**src/logic/udp_tx_defs.svh**
```systemverilog
`ifndef UDP_TX_DEFS_SVH
`define UDP_TX_DEFS_SVH

// ---------------------------------------------------------------------
// Station addressing
// ---------------------------------------------------------------------

// Base addresses whose low byte is adjusted by the station id
`define UDP_TX_DST_MAC 48'h00_23_45_67_89_02
`define UDP_TX_SRC_MAC 48'h00_23_45_67_89_01
`define UDP_TX_DST_IP  {8'd192, 8'd168, 8'd0, 8'd2}
`define UDP_TX_SRC_IP  {8'd192, 8'd168, 8'd0, 8'd1}

`define UDP_TX_SPORT 16'd12346
`define UDP_TX_DPORT 16'd12346
`define UDP_TX_TTL   8'h40

// ---------------------------------------------------------------------
// Frame geometry
// ---------------------------------------------------------------------

// A multiple of three since two samples fill three bytes
`define UDP_TX_PAYLOAD_BYTES 1332

// IPv4 and UDP length fields
`define UDP_TX_IP_LEN  16'(28 + `UDP_TX_PAYLOAD_BYTES)
`define UDP_TX_UDP_LEN 16'(8 + `UDP_TX_PAYLOAD_BYTES)

`define UDP_TX_PREAMBLE_LEN 7
`define UDP_TX_IFG_CYCLES   12

`endif

```
**src/logic/udp_tx_pkg.sv**
```systemverilog
`default_nettype none

package udp_tx_pkg;

	// -----------------------------------------------------------------
	// Vector types
	// -----------------------------------------------------------------

	typedef logic [7:0]  byte_t;
	typedef logic [11:0] sample_t;
	typedef logic [31:0] crc_t;

	// Header byte 0 to 41
	typedef logic [5:0]  hdr_idx_t;

	// Wide enough for the payload and all other section counts
	typedef logic [10:0] pay_cnt_t;

	// One byte on the internal stream
	typedef struct packed {
		logic  en;
		logic  crc_first;
		byte_t data;
	} tx_beat_t;

	// Frame sections in transmit order
	typedef enum logic [2:0] {
		seq_idle,
		seq_preamble,
		seq_sfd,
		seq_header,
		seq_payload,
		seq_gap
	} seq_state_e;

endpackage

`default_nettype wire

```
**src/logic/fcs_appender.sv**
```systemverilog
`timescale 1ns/1ps
`default_nettype none

module fcs_appender (
	input  wire logic                 tx_clk,
	input  wire logic                 sys_rst,
	input  wire udp_tx_pkg::tx_beat_t body,
	output logic                      tx_en,
	output udp_tx_pkg::byte_t         txd
);

	udp_tx_pkg::crc_t crc;
	udp_tx_pkg::crc_t crc_next;
	logic             en_d;
	logic [1:0]       fcs_left;
	logic [23:0]      fcs_sh;

	// Reflected CRC-32 over one byte with the LSB first
	function automatic udp_tx_pkg::crc_t crc_byte(input udp_tx_pkg::crc_t c,
		input udp_tx_pkg::byte_t d);
		udp_tx_pkg::crc_t r;
		r = c;
		for (int i = 0; i < 8; i++) begin
			if (r[0] ^ d[i])
				r = (r >> 1) ^ 32'hedb88320;
			else
				r = r >> 1;
		end
		return r;
	endfunction

	assign crc_next = crc_byte(body.crc_first ? 32'hffffffff : crc, body.data);

	always_ff @(posedge tx_clk) begin
		if (sys_rst) begin
			tx_en    <= 1'b0;
			txd      <= '0;
			en_d     <= 1'b0;
			crc      <= 32'hffffffff;
			fcs_left <= 2'd0;
			fcs_sh   <= '0;
		end else begin
			en_d <= body.en;
			if (body.en) begin
				tx_en <= 1'b1;
				txd   <= body.data;
				crc   <= crc_next;
			end else if (en_d) begin
				// Body just ended so the FCS low byte goes first
				tx_en    <= 1'b1;
				txd      <= ~crc[7:0];
				fcs_sh   <= ~crc[31:8];
				fcs_left <= 2'd3;
			end else if (fcs_left != 2'd0) begin
				tx_en    <= 1'b1;
				txd      <= fcs_sh[7:0];
				fcs_sh   <= fcs_sh >> 8;
				fcs_left <= fcs_left - 2'd1;
			end else begin
				tx_en <= 1'b0;
				txd   <= '0;
			end
		end
	end

	a_no_body_in_fcs: assert property (@(posedge tx_clk) disable iff (sys_rst)
		body.en |-> fcs_left == 2'd0);

endmodule

`default_nettype wire

```
**src/logic/frame_sequencer.sv**
```systemverilog
`timescale 1ns/1ps
`default_nettype none

`include "udp_tx_defs.svh"

module frame_sequencer (
	input  wire logic                 tx_clk,
	input  wire logic                 sys_rst,
	input  wire logic                 empty,
	input  wire udp_tx_pkg::byte_t    hdr_byte,
	input  wire udp_tx_pkg::byte_t    pay_byte,
	output udp_tx_pkg::hdr_idx_t      hdr_idx,
	output logic                      frame_start,
	output logic                      pay_arm,
	output logic                      pay_adv,
	output udp_tx_pkg::tx_beat_t      body
);

	udp_tx_pkg::seq_state_e state;
	udp_tx_pkg::pay_cnt_t   cnt;
	udp_tx_pkg::tx_beat_t   beat_next;

	// ---------------------------------------------------------------------
	// Strobes to the builder and packer
	// ---------------------------------------------------------------------

	// Header index is the section counter
	assign hdr_idx = cnt[5:0];

	// Checksum is latched as the frame is committed
	assign frame_start = (state == udp_tx_pkg::seq_idle) && !empty;

	// Two cycles ahead of payload byte 0
	assign pay_arm = (state == udp_tx_pkg::seq_header) &&
		(cnt == udp_tx_pkg::pay_cnt_t'(40));

	assign pay_adv = (state == udp_tx_pkg::seq_payload);

	// ---------------------------------------------------------------------
	// Byte source select
	// ---------------------------------------------------------------------

	always_comb begin
		beat_next = '0;
		case (state)
			udp_tx_pkg::seq_preamble: begin
				beat_next.en   = 1'b1;
				beat_next.data = 8'h55;
			end
			udp_tx_pkg::seq_sfd: begin
				beat_next.en   = 1'b1;
				beat_next.data = 8'hd5;
			end
			udp_tx_pkg::seq_header: begin
				beat_next.en        = 1'b1;
				beat_next.data      = hdr_byte;
				// CRC covers everything from the first MAC byte on
				beat_next.crc_first = (cnt == '0);
			end
			udp_tx_pkg::seq_payload: begin
				beat_next.en   = 1'b1;
				beat_next.data = pay_byte;
			end
			default: begin
				beat_next = '0;
			end
		endcase
	end

	// ---------------------------------------------------------------------
	// Section FSM
	// ---------------------------------------------------------------------

	always_ff @(posedge tx_clk) begin
		if (sys_rst) begin
			state <= udp_tx_pkg::seq_idle;
			cnt   <= '0;
			body  <= '0;
		end else begin
			body <= beat_next;
			case (state)
				udp_tx_pkg::seq_idle: begin
					cnt <= '0;
					if (!empty)
						state <= udp_tx_pkg::seq_preamble;
				end
				udp_tx_pkg::seq_preamble: begin
					if (cnt == udp_tx_pkg::pay_cnt_t'(`UDP_TX_PREAMBLE_LEN - 1)) begin
						cnt   <= '0;
						state <= udp_tx_pkg::seq_sfd;
					end else begin
						cnt <= cnt + 1'b1;
					end
				end
				udp_tx_pkg::seq_sfd: begin
					cnt   <= '0;
					state <= udp_tx_pkg::seq_header;
				end
				udp_tx_pkg::seq_header: begin
					if (cnt == udp_tx_pkg::pay_cnt_t'(41)) begin
						cnt   <= '0;
						state <= udp_tx_pkg::seq_payload;
					end else begin
						cnt <= cnt + 1'b1;
					end
				end
				udp_tx_pkg::seq_payload: begin
					if (cnt == udp_tx_pkg::pay_cnt_t'(`UDP_TX_PAYLOAD_BYTES - 1)) begin
						cnt   <= '0;
						state <= udp_tx_pkg::seq_gap;
					end else begin
						cnt <= cnt + 1'b1;
					end
				end
				udp_tx_pkg::seq_gap: begin
					// Four FCS bytes go out at the start of the gap
					if (cnt == udp_tx_pkg::pay_cnt_t'(4 + `UDP_TX_IFG_CYCLES - 1)) begin
						cnt   <= '0;
						state <= udp_tx_pkg::seq_idle;
					end else begin
						cnt <= cnt + 1'b1;
					end
				end
				default: begin
					cnt   <= '0;
					state <= udp_tx_pkg::seq_idle;
				end
			endcase
		end
	end

	// Payload advance only in its window with the first byte armed two cycles earlier
	a_pay_adv_window: assert property (@(posedge tx_clk) disable iff (sys_rst)
		pay_adv |-> (state == udp_tx_pkg::seq_payload) &&
			(cnt != '0 || $past(pay_arm, 2)));

endmodule

`default_nettype wire

```
**src/logic/gmii_udp_tx.sv**
```systemverilog
`timescale 1ns/1ps
`default_nettype none

module gmii_udp_tx (
	input  wire logic                tx_clk,
	input  wire logic                sys_rst,
	input  wire logic                id,
	input  wire udp_tx_pkg::sample_t sample,
	input  wire logic                empty,
	output logic                     rd_en,
	output logic                     tx_en,
	output udp_tx_pkg::byte_t        txd
);

	udp_tx_pkg::hdr_idx_t hdr_idx;
	udp_tx_pkg::byte_t    hdr_byte;
	udp_tx_pkg::byte_t    pay_byte;
	udp_tx_pkg::tx_beat_t body;
	logic                 frame_start;
	logic                 pay_arm;
	logic                 pay_adv;

	frame_sequencer i_frame_sequencer (
		.tx_clk, .sys_rst, .empty, .hdr_byte, .pay_byte,
		.hdr_idx, .frame_start, .pay_arm, .pay_adv, .body
	);

	header_builder i_header_builder (
		.tx_clk, .sys_rst, .id, .frame_start, .hdr_idx, .hdr_byte
	);

	sample_packer i_sample_packer (
		.tx_clk, .sys_rst, .pay_arm, .pay_adv, .sample, .rd_en, .pay_byte
	);

	// Output register and FCS tail
	fcs_appender i_fcs_appender (
		.tx_clk, .sys_rst, .body, .tx_en, .txd
	);

endmodule

`default_nettype wire

```
**src/logic/header_builder.sv**
```systemverilog
`timescale 1ns/1ps
`default_nettype none

`include "udp_tx_defs.svh"

module header_builder (
	input  wire logic                 tx_clk,
	input  wire logic                 sys_rst,
	input  wire logic                 id,
	input  wire logic                 frame_start,
	input  wire udp_tx_pkg::hdr_idx_t hdr_idx,
	output udp_tx_pkg::byte_t         hdr_byte
);

	logic [47:0]  dst_mac_base;
	logic [47:0]  src_mac_base;
	logic [31:0]  dst_ip_base;
	logic [31:0]  src_ip_base;
	logic [47:0]  dst_mac;
	logic [47:0]  src_mac;
	logic [31:0]  dst_ip;
	logic [31:0]  src_ip;
	logic [19:0]  word_sum;
	logic [16:0]  fold_lo;
	logic [15:0]  fold_hi;
	logic [15:0]  ip_cks;
	logic [335:0] hdr_vec;

	assign dst_mac_base = `UDP_TX_DST_MAC;
	assign src_mac_base = `UDP_TX_SRC_MAC;
	assign dst_ip_base  = `UDP_TX_DST_IP;
	assign src_ip_base  = `UDP_TX_SRC_IP;

	// Station id moves only the low byte
	assign dst_mac = {dst_mac_base[47:8], dst_mac_base[7:0] - {7'd0, id}};
	assign src_mac = {src_mac_base[47:8], src_mac_base[7:0] + {7'd0, id}};
	assign dst_ip  = {dst_ip_base[31:8], dst_ip_base[7:0] - {7'd0, id}};
	assign src_ip  = {src_ip_base[31:8], src_ip_base[7:0] + {7'd0, id}};

	// ---------------------------------------------------------------------
	// IPv4 header checksum
	// ---------------------------------------------------------------------

	// Eight nonzero words since ident and checksum count as zero
	assign word_sum = 20'h04500 + {4'd0, `UDP_TX_IP_LEN} + 20'h04000 +
		{4'd0, `UDP_TX_TTL, 8'h11} +
		{4'd0, src_ip[31:16]} + {4'd0, src_ip[15:0]} +
		{4'd0, dst_ip[31:16]} + {4'd0, dst_ip[15:0]};

	// End-around carry in two steps
	assign fold_lo = {1'b0, word_sum[15:0]} + {13'd0, word_sum[19:16]};
	assign fold_hi = fold_lo[15:0] + {15'd0, fold_lo[16]};

	always_ff @(posedge tx_clk) begin
		if (sys_rst)
			ip_cks <= '0;
		else if (frame_start)
			ip_cks <= ~fold_hi;
	end

	// ---------------------------------------------------------------------
	// Header byte lookup
	// ---------------------------------------------------------------------

	// Byte 0 sits in the top bits
	assign hdr_vec = {
		dst_mac, src_mac, 16'h0800,
		16'h4500, `UDP_TX_IP_LEN, 16'h0000, 16'h4000,
		`UDP_TX_TTL, 8'h11, ip_cks, src_ip, dst_ip,
		`UDP_TX_SPORT, `UDP_TX_DPORT, `UDP_TX_UDP_LEN, 16'h0000
	};

	always_comb begin
		if (hdr_idx <= udp_tx_pkg::hdr_idx_t'(41))
			hdr_byte = hdr_vec[(41 - int'(hdr_idx)) * 8 +: 8];
		else
			hdr_byte = '0;
	end

endmodule

`default_nettype wire

```
**src/logic/sample_packer.sv**
```systemverilog
`timescale 1ns/1ps
`default_nettype none

`include "udp_tx_defs.svh"

module sample_packer (
	input  wire logic                tx_clk,
	input  wire logic                sys_rst,
	input  wire logic                pay_arm,
	input  wire logic                pay_adv,
	input  wire udp_tx_pkg::sample_t sample,
	output logic                     rd_en,
	output udp_tx_pkg::byte_t        pay_byte
);

	logic [1:0]           phase;
	logic                 rd_second;
	logic                 pair_start;
	udp_tx_pkg::pay_cnt_t pairs_left;
	udp_tx_pkg::sample_t  swap;

	// First read of a pair; the second follows on its own
	assign pair_start = pay_arm ||
		(pay_adv && phase == 2'd1 && pairs_left != '0);

	always_ff @(posedge tx_clk) begin
		if (sys_rst) begin
			phase      <= 2'd0;
			rd_en      <= 1'b0;
			rd_second  <= 1'b0;
			pairs_left <= '0;
		end else begin
			rd_en     <= pair_start || (rd_en && !rd_second);
			rd_second <= rd_en && !rd_second;
			if (pay_arm) begin
				phase      <= 2'd0;
				pairs_left <= udp_tx_pkg::pay_cnt_t'(`UDP_TX_PAYLOAD_BYTES / 3 - 1);
			end else begin
				if (pay_adv)
					phase <= (phase == 2'd2) ? 2'd0 : phase + 2'd1;
				if (pair_start)
					pairs_left <= pairs_left - 1'b1;
			end
		end
	end

	// Hold s0 high nibble, then s1 high byte
	always_ff @(posedge tx_clk) begin
		if (pay_adv && phase == 2'd0)
			swap[3:0] <= sample[11:8];
		if (pay_adv && phase == 2'd1)
			swap[11:4] <= sample[11:4];
	end

	always_comb begin
		case (phase)
			2'd0:    pay_byte = sample[7:0];
			2'd1:    pay_byte = {swap[3:0], sample[3:0]};
			2'd2:    pay_byte = swap[11:4];
			default: pay_byte = '0;
		endcase
	end

	a_rd_pairs: assert property (@(posedge tx_clk) disable iff (sys_rst)
		rd_en && rd_second |=> !rd_en);

endmodule

`default_nettype wire

```
**config.mk**
```make
export PLATFORM = sky130hd
export DESIGN_NAME = gmii_udp_tx
export DESIGN_NICKNAME = d
export VERILOG_FILES = /design/src/logic/udp_tx_pkg.sv /design/src/logic/fcs_appender.sv /design/src/logic/frame_sequencer.sv /design/src/logic/gmii_udp_tx.sv /design/src/logic/header_builder.sv /design/src/logic/sample_packer.sv
export VERILOG_INCLUDE_DIRS = /design/src /design/src/logic
export SDC_FILE = /design/constraint.sdc
export NUM_CORES = 1
export LEC_CHECK = 0
export BUFFER_PORTS_ARGS = -buffer_cell sky130_fd_sc_hd__buf_4
export CAP_MARGIN = 20
export CORE_MARGIN = 2
export CORE_UTILIZATION = 37
export CTS_CLUSTER_DIAMETER = 150
export DETAILED_ROUTE_END_ITERATION = 10
export GPL_ROUTABILITY_DRIVEN = 0
export PLACE_DENSITY = 0.64
export RECOVER_POWER = 100
export SLEW_MARGIN = 20
export SYNTH_ARGS = -nofsm -noshare
export SYNTH_HDL_FRONTEND = slang
export SYNTH_HIERARCHICAL = 1
export SYNTH_SLANG_ARGS = --single-unit
```
**constraint.sdc**
```tcl
create_clock -name tx_clk -period 2.7 [get_ports tx_clk]
set_input_delay 0.135 -clock tx_clk [delete_from_list [all_inputs] [get_ports tx_clk]]
set_output_delay 0.135 -clock tx_clk [all_outputs]
set_load 0.05 [all_outputs]
```
==> flow_summary.ini <==
[outcome]
status = finished, violations left
failed_checks = capacitance limit, slew limit

[worst_setup_path]
slowest_delay_ps = 520
worstSetupPathType = reg2reg
worst-path-max-fanout = 26
r2r_end = i_fcs_appender/crc[19]
worstSetupStartpointType = flop
path_buf_inv = 1
r2r-start = i_frame_sequencer/body[8]
cp.required_ps = 3010
cpMaxStageDelayCell = clkbuf_2
crit_family = simple AND/OR/NAND/NOR gates
arrival_ps = 2740
rrSetupSlack_ps = 280
end_kind = flop
crit_chain = clkbuf_2, nor2_1, xnor3_1, xnor2_1, or4_1, o311a_1
r2r.worst_path.cells = 6

[job]
max_cap_violations = 1

[clock_tree]
cts-buffers-inserted = 17
clkLatencyLatePin_ps = 420
htreeDepth = 4
cts_root_buffer = clkbuf_16
clockBufferDepth = 2
cts.clk_slew.worst_paths_ps = 60
cts_tree = built
cts.sinks = 120

[route]
firstDrtPassIters = 7
drt-total-wl_um = 17090
drcViolationCount = 0
viasPerCell = 5.324
wl_per_cell_um = 15.52
antenna_left = 0
vias = 5862
drt_iter0_drc = 516

[die]
core_um2 = 18770
die_x_um = 142.3
die_y_um = 142.3
rows = 50
die_area_um2 = 20250
start_util_pct = 37.71
pin_count = 26

[timing]
slew_headroom_pct = -4.175
fin_hold_ws_ps = 46.26
worst_pin_slew_ps = 1563
fin_crit_sh_pct = 89.81
hold_viol = 0
max_freq_mhz = 412.4
fin_worst_skew_ps = 10.40
rsz0062_at_grt = no
period_minus_slack_ps = 2425
drv_slew = 40
fin_setup_tns_ps = 0
setup_violations = 0

[pwr]
p_leak_nw = 2.839
power.switching_mw = 1.707
p_comb_share_pct = 24.0
sequentialPowerShare_pct = 36.1
powerDensity_nw_per_um2 = 713.7
swShare_pct = 30.07
total_power_mw = 5.675
peakVddDrop_uv = 417.2
p_int_mw = 3.968
clkPwrFrac_pct = 39.9

[yosys]
synth-edff-count = 12
yosysSeqAreaShare_pct = 35.64
synth_nets = 865
synth-seq-cells = 120
synth_area_um2 = 7077
yosys_warnings = 6
synthTopCellsByCount = dfxtp_1, nor2_1, a21oi_1
syn-instance-count = 841
synth.most_common_cell = dfxtp_1
yosys_most_used_dff = dfxtp_1
yosysTopAreaCell = dfxtp_1
yosysUniqueCellTypes = 74
avgSynthCellArea_um2 = 8.415
synth.top_cell.area_share_pct = 30.55
async_flop_share_pct = 0
synth_area_leaders = dfxtp_1, xnor2_1, a21oi_1

[placed_design]
hpwl_um = 11600
dp.cells = 1061
port_buffers = 25

[global_route]
antenna_found_initial = 0
grt_pass1_vias = 5447
grt_start_max_net_pins = 65
grt_pass1_wl_um = 27970
grt_usage_pct = 17.55
overflow = 0

[finish]
post-route-util_pct = 42.37
num_antenna_cells = 0
syn_to_final_growth_pct = 12.36
fin_cells = 1101
fin_nets = 878
drive_gt1_share_pct = 9.919

[worst_hold_path]
min_from = empty
hold_depth = 4
min_to = i_header_builder/ip_cks[13]
holdCritPathClass = in2reg
==> state kept, by name (all words and copies together) (netlist names) <==
register / cells
i_sample_packer/swap: 12
i_fcs_appender/crc: 32
i_sample_packer/rd_en: 1
i_fcs_appender/en_d: 1
i_fcs_appender/txd: 8
i_frame_sequencer/body: 10
i_header_builder/ip_cks: 1
i_sample_packer/rd_second: 1
i_fcs_appender/fcs_sh: 24
i_frame_sequencer/cnt: 11
i_fcs_appender/tx_en: 1
i_fcs_appender/fcs_left: 2
i_sample_packer/pairs_left: 11
i_frame_sequencer/state: 3
i_sample_packer/phase: 2
==> cell families (layout without fill, tap and decap cells) <==
| family | after synthesis | count (layout) | share of synthesized area (%) |
|---|---|---|---|
| AOI/OAI and AO/OA | 214 | 214 | 20.19 |
| buffers and inverters | 95 | 121 | 6.542 |
| and+or+nand+nor | 289 | 289 | 19.96 |
| DFF | 120 | 120 | 35.64 |
| adders and majority gates | 8 | 8 | 1.414 |
| muxes | 10 | 10 | 1.432 |
| xor gates and xnor gates | 105 | 105 | 14.82 |
==> power by group through the flow <==
stage                     clock network, mW  logic (mW)  registers, mW
after floorplan                           0        1.07           2.07
final                                  2.27        1.36           2.05
after detailed placement                  0        1.39           2.08
after global placement                    0        1.38           2.08
after CTS                              2.31        1.41           2.05
after global routing                   2.40        1.49           2.06
==> through the flow <==
| step | worst slack [ps] | area, µm² |
|---|---|---|
| after floorplan | 115.7 | 7077 |
| after global placement | 261.0 | 7411 |
| after detailed placement | 194.2 | 7411 |
| after CTS | 182.2 | 8087 |
| after global routing | 78.09 | 7951 |
| final | 275.0 | 7951 |
==> placed cells by master (no fill, tap or decap), types with 7 or more instances in the layout <==
master           n
or3_1            8
xnor2_1         73
nor3_1          15
nand2b_1         8
clkbuf_1        21
nand4_1          7
edfxtp_1        12
or2_2           11
a211o_1         17
dfxtp_1        108
a211oi_1        17
nand3_1         13
inv_1           28
nand2_1         65
nor2b_1         21
dlygate4sd3_1    8
clkbuf_16       17
a31oi_1          9
o21ai_0         22
nor2_1         103
ha_1             8
a21oi_1         79
nor4_1          10
mux2i_1          9
buf_4           26
o211ai_1        20
xor2_1          23
==> metal layers <==
metal  track usage [%]  wire length (µm)  vias to the layer above  share of wire (%)
li1                  -                 -                     2957                  -
met1             23.90              8309                     2711                 49
met2             26.37              7567                      157                 44
met3             4.643               770                       37                4.5
met4             7.243               442                        0                2.6
met5                 0                 0                        -                  0
==> what timing repair did <==
item,4_1_cts,5_1_grt
hold endpoints to repair,12,0
gates resized for setup,0,1
endpoints found under the setup margin,0,2
buffers inserted,0,0
hold buffers,8,0
==> area by class of cell <==
cell class                      instances  area [µm²]
Sequential cell                       120        2522
Fill cell                            1888       10820
Inverter                               28       105.1
Clock inverter                          8       93.84
Multi-Input combinational cell        626        4034
Clock buffer                           24       501.7
Timing Repair Buffer                   61       401.6
Tap cell                              234       292.8
==> worst reg2reg max path, delay by kind of cell (launching register included) <==
kind	cells	cell delay [ps]
flip-flops	1	480
AND/OR/NAND/NOR	2	630
AO/OA/AOI/OAI	1	140
XOR/XNOR	2	560
buffers and inverters	1	520
==> worst max path at each step <==
stage	start	endpoint	slack (ps)	cells past startpoint
6_report	i_frame_sequencer/body[8]	i_fcs_appender/crc[19]	280	6
5_1_grt	i_frame_sequencer/body[8]	i_fcs_appender/crc[19]	80	6
4_1_cts	i_frame_sequencer/cnt[1]	i_frame_sequencer/body[0]	180	10
3_5_place_dp	i_frame_sequencer/cnt[1]	i_frame_sequencer/body[0]	190	10
3_3_place_gp	i_frame_sequencer/cnt[1]	i_frame_sequencer/body[0]	260	10
2_1_floorplan	i_frame_sequencer/cnt[1]	i_frame_sequencer/body[0]	120	13
No activity file was read; power rests on OpenSTA's default activity.
